### src/hdl/osf_pkg.sv
`default_nettype none

package osf_pkg;

    // ------------------------------------------------------------------------
    // Channel and sample widths
    // ------------------------------------------------------------------------
    // Channels in the multiplexed stream
    localparam int N_CHAN = 8;
    localparam int W_CHAN = 3;
    // Signed ADC sample
    localparam int W_DATA = 18;

    // Encoded log2 ratio
    localparam int W_OS = 3;
    // Largest legal ratio code, 16x
    localparam int OS_MAX = 4;

    // Room for 16 full-scale samples
    localparam int W_SUM = 24;
    // Counts up to 16
    localparam int W_COUNT = 5;

    // ------------------------------------------------------------------------
    // Result buffering and flow control
    // ------------------------------------------------------------------------
    // Must stay a power of two
    localparam int FIFO_DEPTH = 4;
    // Holds 0 to FIFO_DEPTH
    localparam int W_CREDIT = 3;

    // ------------------------------------------------------------------------
    // Write port and address map
    // ------------------------------------------------------------------------
    localparam int W_WR_ADDR = 8;
    localparam int W_WR_DATA = 16;
    // Oversample ratio register
    localparam logic [W_WR_ADDR-1:0] OSF_OS_ADDR = 8'h10;

    // Types
    typedef logic        [W_CHAN-1:0]   chan_t;
    typedef logic signed [W_DATA-1:0]   sample_t;
    typedef logic signed [W_SUM-1:0]    sum_t;
    typedef logic        [W_COUNT-1:0]  count_t;
    typedef logic        [W_OS-1:0]     os_t;
    typedef logic        [W_CREDIT-1:0] credit_t;

endpackage

`default_nettype wire
### src/hdl/osf_if.sv
`default_nettype none

interface osf_if;
    import osf_pkg::*;

    // Result written into the FIFO
    logic    push;
    chan_t   push_chan;
    sample_t push_data;

    // FIFO read strobe from the drain
    logic    pop;
    // One credit back per freed slot
    logic    credit_ret;

    // Filter side
    modport producer (
        output push,
        output push_chan,
        output push_data,
        input  credit_ret
    );

    // FIFO side, sees both ends
    modport buffer (
        input  push,
        input  push_chan,
        input  push_data,
        input  pop
    );

    // Drain side
    modport consumer (
        output pop,
        output credit_ret
    );

endinterface

`default_nettype wire

### src/hdl/osf_top.sv
`default_nettype none

module osf_top (
    input  wire                            clk_in,
    input  wire                            sys_rst_in,
    // Sample stream
    input  wire                            dv_in,
    input  wire  osf_pkg::chan_t           chan_in,
    input  wire  osf_pkg::sample_t         data_in,
    // Per-channel accumulation clear
    input  wire  [osf_pkg::N_CHAN-1:0]     chan_rst_in,
    // Register write port
    input  wire                            wr_en,
    input  wire  [osf_pkg::W_WR_ADDR-1:0]  wr_addr,
    input  wire  osf_pkg::chan_t           wr_chan,
    input  wire  [osf_pkg::W_WR_DATA-1:0]  wr_data,
    // Result stream
    output wire                            out_valid,
    output wire  osf_pkg::chan_t           out_chan,
    output wire  osf_pkg::sample_t         out_data,
    input  wire                            out_ready,
    output wire                            overflow
);
    import osf_pkg::*;

    // Ratio codes to the filter
    os_t     os_ratio [N_CHAN];

    // FIFO head into the drain
    logic    head_valid;
    chan_t   head_chan;
    sample_t head_data;

    // Result path and credit return
    osf_if res_if ();

    // ------------------------------------------------------------------------
    // Blocks
    // ------------------------------------------------------------------------
    osf_config_regs u_config_regs (
        .clk_in     (clk_in),
        .sys_rst_in (sys_rst_in),
        .wr_en      (wr_en),
        .wr_addr    (wr_addr),
        .wr_chan    (wr_chan),
        .wr_data    (wr_data),
        .os_ratio   (os_ratio)
    );

    oversample_filter u_filter (
        .clk_in      (clk_in),
        .sys_rst_in  (sys_rst_in),
        .chan_rst_in (chan_rst_in),
        .dv_in       (dv_in),
        .chan_in     (chan_in),
        .data_in     (data_in),
        .os_ratio    (os_ratio),
        .res         (res_if.producer),
        .overflow    (overflow)
    );

    result_fifo u_fifo (
        .clk_in     (clk_in),
        .sys_rst_in (sys_rst_in),
        .q          (res_if.buffer),
        .head_valid (head_valid),
        .head_chan  (head_chan),
        .head_data  (head_data)
    );

    result_drain u_drain (
        .clk_in     (clk_in),
        .sys_rst_in (sys_rst_in),
        .q          (res_if.consumer),
        .head_valid (head_valid),
        .head_chan  (head_chan),
        .head_data  (head_data),
        .out_valid  (out_valid),
        .out_chan   (out_chan),
        .out_data   (out_data),
        .out_ready  (out_ready)
    );

endmodule

`default_nettype wire

### src/hdl/result_drain.sv
`default_nettype none

module result_drain (
    input  wire                     clk_in,
    input  wire                     sys_rst_in,
    osf_if.consumer                 q,
    input  wire                     head_valid,
    input  wire  osf_pkg::chan_t    head_chan,
    input  wire  osf_pkg::sample_t  head_data,
    output logic                    out_valid,
    output osf_pkg::chan_t          out_chan,
    output osf_pkg::sample_t        out_data,
    input  wire                     out_ready
);

    // Take the head this cycle
    logic load;

    // Register empty or emptying now
    assign load = head_valid && (!out_valid || out_ready);

    // Each pop frees one slot upstream
    assign q.pop        = load;
    assign q.credit_ret = load;

    // ------------------------------------------------------------------------
    // Output register
    // ------------------------------------------------------------------------
    always_ff @(posedge clk_in) begin
        if (sys_rst_in) begin
            out_valid <= 1'b0;
        end else if (load) begin
            out_valid <= 1'b1;
        end else if (out_ready) begin
            // Transfer done, nothing behind it
            out_valid <= 1'b0;
        end
    end

    // Payload held until accepted
    always_ff @(posedge clk_in) begin
        if (load) begin
            out_chan <= head_chan;
            out_data <= head_data;
        end
    end

endmodule

`default_nettype wire

### src/hdl/result_fifo.sv
`default_nettype none

module result_fifo (
    input  wire                     clk_in,
    input  wire                     sys_rst_in,
    osf_if.buffer                   q,
    output logic                    head_valid,
    output osf_pkg::chan_t          head_chan,
    output osf_pkg::sample_t        head_data
);
    import osf_pkg::*;

    // Storage, no reset
    chan_t   chan_mem [FIFO_DEPTH];
    sample_t data_mem [FIFO_DEPTH];

    // Pointers wrap naturally
    logic [$clog2(FIFO_DEPTH)-1:0] wr_ptr;
    logic [$clog2(FIFO_DEPTH)-1:0] rd_ptr;
    // One extra bit to reach full
    logic [$clog2(FIFO_DEPTH):0]   occupancy;

    // ------------------------------------------------------------------------
    // Write side
    // ------------------------------------------------------------------------
    // Credits upstream keep this from overrunning
    always_ff @(posedge clk_in) begin
        if (q.push) begin
            chan_mem[wr_ptr] <= q.push_chan;
            data_mem[wr_ptr] <= q.push_data;
        end
    end

    // ------------------------------------------------------------------------
    // Pointers and occupancy
    // ------------------------------------------------------------------------
    always_ff @(posedge clk_in) begin
        if (sys_rst_in) begin
            wr_ptr <= '0;
            rd_ptr <= '0;
        end else begin
            if (q.push) begin
                wr_ptr <= wr_ptr + 1'b1;
            end
            if (q.pop) begin
                rd_ptr <= rd_ptr + 1'b1;
            end
        end
    end

    always_ff @(posedge clk_in) begin
        if (sys_rst_in) begin
            occupancy <= '0;
        end else begin
            case ({q.push, q.pop})
                2'b10:   occupancy <= occupancy + 1'b1;
                2'b01:   occupancy <= occupancy - 1'b1;
                default: occupancy <= occupancy;
            endcase
        end
    end

    // ------------------------------------------------------------------------
    // Head of queue
    // ------------------------------------------------------------------------
    // Shown without a read delay
    assign head_valid = (occupancy != '0);
    assign head_chan  = chan_mem[rd_ptr];
    assign head_data  = data_mem[rd_ptr];

endmodule

`default_nettype wire

### src/hdl/oversample_filter.sv
`default_nettype none

module oversample_filter (
    input  wire                          clk_in,
    input  wire                          sys_rst_in,
    input  wire  [osf_pkg::N_CHAN-1:0]   chan_rst_in,
    input  wire                          dv_in,
    input  wire  osf_pkg::chan_t         chan_in,
    input  wire  osf_pkg::sample_t       data_in,
    input  wire  osf_pkg::os_t           os_ratio [osf_pkg::N_CHAN],
    osf_if.producer                      res,
    output logic                         overflow
);
    import osf_pkg::*;

    // Per-channel running state
    sum_t    sum_mem   [N_CHAN];
    count_t  count_mem [N_CHAN];

    // Stage 1, fetched operands
    logic    dv_p1;
    chan_t   chan_p1;
    sample_t data_p1;
    sum_t    sum_p1;
    count_t  count_p1;
    os_t     os_p1;

    // Stage 1 arithmetic
    sum_t    acc_sum;
    count_t  acc_count;
    logic    acc_sat;
    sum_t    wb_sum;
    count_t  wb_count;

    // Operands after clear and forwarding
    sum_t    fetch_sum;
    count_t  fetch_count;

    // Stage 2, completed block sums only
    logic    dv_p2;
    chan_t   chan_p2;
    sum_t    sum_p2;
    os_t     os_p2;
    sum_t    mean_p2;

    // Stage 3, result ready for the FIFO
    logic    dv_p3;
    chan_t   chan_p3;
    sample_t data_p3;

    // Free FIFO slots
    credit_t credits;

    // ------------------------------------------------------------------------
    // Accumulate
    // ------------------------------------------------------------------------
    always_comb begin
        // Sign-extend the sample into the sum
        acc_sum   = sum_p1 + sum_t'(data_p1);
        acc_count = count_p1 + count_t'(1);
        // >= covers a ratio lowered mid-block
        acc_sat   = acc_count >= (count_t'(1) << os_p1);
        // Block done, restart from zero
        wb_sum    = acc_sat ? '0 : acc_sum;
        wb_count  = acc_sat ? '0 : acc_count;
    end

    // ------------------------------------------------------------------------
    // Fetch with forwarding
    // ------------------------------------------------------------------------
    always_comb begin
        if (chan_rst_in[chan_in]) begin
            // Clear on this edge wins
            fetch_sum   = '0;
            fetch_count = '0;
        end else if (dv_p1 && (chan_p1 == chan_in)) begin
            // Memory write lands on this same edge
            fetch_sum   = wb_sum;
            fetch_count = wb_count;
        end else begin
            fetch_sum   = sum_mem[chan_in];
            fetch_count = count_mem[chan_in];
        end
    end

    // Pipeline valids
    always_ff @(posedge clk_in) begin
        if (sys_rst_in) begin
            dv_p1 <= 1'b0;
            dv_p2 <= 1'b0;
            dv_p3 <= 1'b0;
        end else begin
            dv_p1 <= dv_in;
            // Only finished blocks go on
            dv_p2 <= dv_p1 && acc_sat;
            dv_p3 <= dv_p2;
        end
    end

    // Pipeline payload
    always_ff @(posedge clk_in) begin
        chan_p1  <= chan_in;
        data_p1  <= data_in;
        sum_p1   <= fetch_sum;
        count_p1 <= fetch_count;
        // Ratio latched with the sample
        os_p1    <= os_ratio[chan_in];

        chan_p2  <= chan_p1;
        sum_p2   <= acc_sum;
        os_p2    <= os_p1;

        chan_p3  <= chan_p2;
        data_p3  <= mean_p2[W_DATA-1:0];
    end

    // Channel state writeback, clears take priority
    always_ff @(posedge clk_in) begin
        for (int i = 0; i < N_CHAN; i++) begin
            if (sys_rst_in || chan_rst_in[i]) begin
                sum_mem[i]   <= '0;
                count_mem[i] <= '0;
            end else if (dv_p1 && (chan_p1 == chan_t'(i))) begin
                sum_mem[i]   <= wb_sum;
                count_mem[i] <= wb_count;
            end
        end
    end

    // ------------------------------------------------------------------------
    // Divide and push
    // ------------------------------------------------------------------------
    // Arithmetic shift keeps the sign
    assign mean_p2 = sum_p2 >>> os_p2;

    // No credit, no push
    assign res.push      = dv_p3 && (credits != '0);
    assign res.push_chan = chan_p3;
    assign res.push_data = data_p3;

    // Credit counter
    always_ff @(posedge clk_in) begin
        if (sys_rst_in) begin
            credits <= credit_t'(FIFO_DEPTH);
        end else begin
            case ({res.push, res.credit_ret})
                2'b10:   credits <= credits - credit_t'(1);
                2'b01:   credits <= credits + credit_t'(1);
                default: credits <= credits;
            endcase
        end
    end

    // Sticky drop flag
    always_ff @(posedge clk_in) begin
        if (sys_rst_in) begin
            overflow <= 1'b0;
        end else if (dv_p3 && (credits == '0)) begin
            overflow <= 1'b1;
        end
    end

endmodule

`default_nettype wire

### src/hdl/osf_config_regs.sv
`default_nettype none

module osf_config_regs (
    input  wire                            clk_in,
    input  wire                            sys_rst_in,
    input  wire                            wr_en,
    input  wire  [osf_pkg::W_WR_ADDR-1:0]  wr_addr,
    input  wire  osf_pkg::chan_t           wr_chan,
    input  wire  [osf_pkg::W_WR_DATA-1:0]  wr_data,
    output osf_pkg::os_t                   os_ratio [osf_pkg::N_CHAN]
);
    import osf_pkg::*;

    // Raw and clamped ratio code
    os_t  wr_os;
    os_t  wr_os_clamped;
    // Address decode hit
    logic wr_hit;

    // ------------------------------------------------------------------------
    // Write decode
    // ------------------------------------------------------------------------
    // Low bits of the write word only
    assign wr_os = wr_data[W_OS-1:0];

    // Codes above 16x saturate
    assign wr_os_clamped = (wr_os > os_t'(OS_MAX)) ? os_t'(OS_MAX) : wr_os;

    assign wr_hit = wr_en && (wr_addr == OSF_OS_ADDR);

    // ------------------------------------------------------------------------
    // Ratio register bank
    // ------------------------------------------------------------------------
    // New value seen by samples from the next edge on
    always_ff @(posedge clk_in) begin
        if (sys_rst_in) begin
            // All channels back to pass-through
            for (int i = 0; i < N_CHAN; i++) begin
                os_ratio[i] <= '0;
            end
        end else if (wr_hit) begin
            os_ratio[wr_chan] <= wr_os_clamped;
        end
    end

endmodule

`default_nettype wire

### config.mk
export PLATFORM = sky130hd
export DESIGN_NAME = osf_top
export DESIGN_NICKNAME = d
export VERILOG_FILES = /design/src/hdl/osf_pkg.sv /design/src/hdl/osf_if.sv /design/src/hdl/osf_top.sv /design/src/hdl/result_drain.sv /design/src/hdl/result_fifo.sv /design/src/hdl/oversample_filter.sv /design/src/hdl/osf_config_regs.sv
export SDC_FILE = /design/constraint.sdc
export NUM_CORES = 1
export LEC_CHECK = 0
export BUFFER_PORTS_ARGS = -buffer_cell sky130_fd_sc_hd__buf_2
export CAP_MARGIN = 25
export CORE_ASPECT_RATIO = 1.1
export CORE_MARGIN = 4
export CORE_UTILIZATION = 55
export DETAILED_ROUTE_END_ITERATION = 8
export GPL_TIMING_DRIVEN = 0
export PLACE_DENSITY_LB_ADDON = 0.1
export SKIP_LAST_GASP = 1
export SLEW_MARGIN = 20
export SYNTH_ARGS = -nofsm -noshare
export SYNTH_HDL_FRONTEND = slang
export SYNTH_HIERARCHICAL = 1
export SYNTH_SLANG_ARGS = --single-unit
### constraint.sdc
create_clock -name clk_in -period 10 [get_ports clk_in]
set_input_delay 0 -clock clk_in [delete_from_list [all_inputs] [get_ports clk_in]]
set_output_delay 0 -clock clk_in [all_outputs]
set_load 0.01 [all_outputs]
==> summary.txt <==
Job
  – Max cap viols: 0

Yosys
  – Distinct cell type count after synthesis: 77
  – Post-synth EDFFs: around 340
  – Register area share after synthesis: a little under two thirds
  – Syn nets: approximately 1600
  – Syn. warnings: 6
  – Main synth FF type: edfxtp_1
  – Syn_area_per_cell: approximately 14 um^2
  – Synth async-reset ratio: 0%
  – Area of the mapped netlist: roughly 21000 um^2
  – Syn Inst Count: roughly 1500
  – Seq cells post-synth: slightly below 500

CTS
  – CTS root buffer: clkbuf_16
  – Post-CTS sizing: 0
  – Clock transition at the registers of the reported paths: approximately 60 ps
  – # H-tree levels: 2
  – Clk_lat worst skew: around 570 ps
  – Clk buf depth: 3
  – CTS Sinks: 482
  – CTS buffer count: between 40 and 50
  – CTS tree: done

Setup path
  – CP Data Required Time: 10290 ps
  – Startpoint types: register
  – Worst path max stage delay: between 700 and 800 ps
  – Cells along the critical path: or3b_2, ha_1, a211oi_1, o31ai_2, clkbuf_1, or2_0, buf_2, nor2_1
  – CP max FO: 10
  – Critical Path Sink Type: register
  – Worst path bufs/invs: 2
  – CP top delay family: compound AO/OA/AOI/OAI gates
  – Worst path slowest cell: o31ai_2
  – Worst path arrival time: around 3500 ps
  – Crit path kind: register to register

Floorplan
  – Core area: ~37000 um^2
  – Num ports: 84
  – Initial Util: ~56%
  – Die Wd: about 190 um
  – Site Rows: 73
  – Die Area: around 41000 um^2
  – Die Height: roughly 210 um

Place
  – HPWL after detailed placement: around 33000 um
  – PortBufs: 70
  – Gpl congestion: roughly 0.88
  – DP Worst Slack: around 6800 ps

Global routing
  – Largest net degree at the start of global routing: 24
  – Initial antenna violation count: 2
  – GRT Util Overall: between 20% and 30%
  – First-pass GRT wire length: between 70000 and 80000 um
  – Total gr overflow: 0
  – Vias in the first global route: around 13000

Drt
  – DRT Wirelength: 47170 um
  – Final ANT Viol Nets: 0
  – DRC: 0
  – Average routed wire per standard cell: about 21 um
  – Avg Vias per Cell: about 5.8
  – Routed via count: 12690
  – Drt pass-1 iters: 5
  – Drt initial violations: around 930

Run status
  – Status: finished clean

Timing
  – RSZ-0062 raised after global routing: false
  – Clock Skew: around 23 ps
  – Final Setup Violations: 0
  – Fmax: between 300 and 400 MHz
  – Worst Setup Slack, final: around 7000 ps
  – Final setup TNS: 0 ps
  – Worst Max-Slew Pin Slew: between 900 and 1000 ps
  – Period utilisation layout: between 30% and 40%
  – Slew Viols, Final: 0
  – Worst rel slew slack: approximately 36%
  – Period minus WS final: about 3200 ps
  – Final hold violations: 0

Cells and area
  – Fraction of layout cells with a size suffix above 1: just over 20%
  – Layout Area Growth over Synthesis: 16.85%
  – Most frequent cells in the layout: edfxtp_1, nor2_1, dfxtp_1
  – Total Nets Final: between 1500 and 2000
  – Leading cell type in the layout, fill and taps excluded: edfxtp_1
  – Antenna Cells: 0
  – Fillers: 2667

Power and ir drop
  – P_sw: between 0.001 and 0.0015 W
  – Switch share: approximately 25%
  – Cell area power density: ~210 nW/um^2
  – VDD IR-drop max: ~0.2 mV
  – Sequential Power Share: a little under 50%
  – Clock power share: a little under two fifths
  – Lkg Pwr: roughly 9 nW
  – Logic pwr share: between 10% and 20%
  – Internal power: about 0.0037 W

Worst hold path
  – Min-Delay Path Class: input pin to register
cell families (layout without fill, tap and decap cells):
| group | after synthesis | count (layout) | synth area share, % |
|---|---|---|---|
| AOI/OAI and AO/OA | 176 | 176 | 5.604 |
| xor gates and xnor gates | 27 | 27 | 1.224 |
| adders and majority gates | 38 | 38 | 2.424 |
| buffers and inverters | 117 | 339 | 2.540 |
| DFF | 482 | 482 | 63.40 |
| muxes | 157 | 157 | 13.18 |
| and+or+nand+nor | 500 | 500 | 11.63 |
worst reg2reg max path, stage by stage (launching register included):
cell      delay [ps]
dfxtp_1          440
or3b_2           470
ha_1             290
a211oi_1          90
o31ai_2          740
clkbuf_1         410
or2_0            170
buf_2            250
nor2_1            70
worst paths after layout:
| kind | depth (start not counted) | start | slack [ps] | endpoint |
|---|---|---|---|---|
| setup / recovery | 8 | u_filter/os_p1[0]$_DFF_P_ | 6800 | u_filter/sum_mem[5][23]$_SDFFCE_PN0P_ |
| hold / removal | 3 | chan_rst_in[5] | 20 | u_filter/count_mem[5][1]$_SDFFCE_PN0P_ |
| setup reg to reg | 8 | u_filter/os_p1[0]$_DFF_P_ | 6800 | u_filter/sum_mem[5][23]$_SDFFCE_PN0P_ |
| hold reg to reg | 0 | u_filter/chan_p2[0]$_DFF_P_ | 330 | u_filter/res.push_chan[0]$_DFF_P_ |
sequential cells by signal, indices dropped and copies added (netlist names), 5 cells and up, named ones only:
signal,flops
u_filter/sum_p1,24
u_filter/res.push_data,18
u_filter/sum_mem,192
u_config_regs/os_ratio,24
u_fifo/chan_mem,12
u_filter/data_p1,18
u_filter/sum_p2,24
u_filter/count_p1,5
u_fifo/data_mem,72
u_drain/out_data,18
u_filter/count_mem,40
metal layers:
layer  global-route usage [%]  up-vias  wire (um)
met5                        0        -         11
met4                    6.591        2       1127
met3                    3.769       73       2939
met2                    41.32      394      24170
met1                    30.92     6301      18920
li1                         -     5923          -
synthesized netlist by cell type (33+ instances only):
cell type	n	area [um^2]
a211oi_1	33	247.7
a21oi_1	40	200.2
clkbuf_1	50	187.7
dfxtp_1	145	2903
edfxtp_1	337	10120
ha_1	35	437.9
mux2i_1	54	540.5
mux4_2	88	1982
nand2_1	74	277.8
nor2_1	257	964.7
nor3_1	36	180.2
o21ai_0	34	170.2
final cells by class:
type	count	area, um^2	share of cell area, %
Buffer	93	431.7	1.798
Clock buffer	64	1335	5.562
Clock inverter	24	285.3	1.189
Inverter	24	90.09	0.3753
Multi-Input combinational cell	898	7099	29.58
Sequential cell	482	13020	54.26
Tap cell	487	609.3	2.539
Timing Repair Buffer	134	1129	4.702
per-stage QoR:
step,hold WS [ps],area (um^2),instances,power [W],utilization (%)
2_1_floorplan,27.72,20540,1497,0.002923,-
3_3_place_gp,102.7,21500,2054,0.003144,58.85
3_5_place_dp,104.1,21890,2069,0.003174,59.92
4_1_cts,2.913,24000,2206,0.005028,65.70
5_1_grt,11.69,24000,2206,0.005197,65.70
6_report,16.57,24000,2206,0.004985,65.70
power by group through the flow:
| stage | logic [W] | registers, W | clock network [W] |
|---|---|---|---|
| 2_1_floorplan | 0.000475 | 0.00245 | 0 |
| 3_3_place_gp | 0.000699 | 0.00245 | 0 |
| 3_5_place_dp | 0.000729 | 0.00244 | 0 |
| 4_1_cts | 0.000749 | 0.00241 | 0.00187 |
| 5_1_grt | 0.000823 | 0.00242 | 0.00195 |
| 6_report | 0.000747 | 0.00240 | 0.00184 |
repair_timing:
item / CTS / global route
hold buffers: 49 / 0
endpoints found under the setup margin: 0 / 0
buffers inserted: 0 / 0
hold endpoints to repair: 96 / 0
Power figures use the tool's default switching activity.
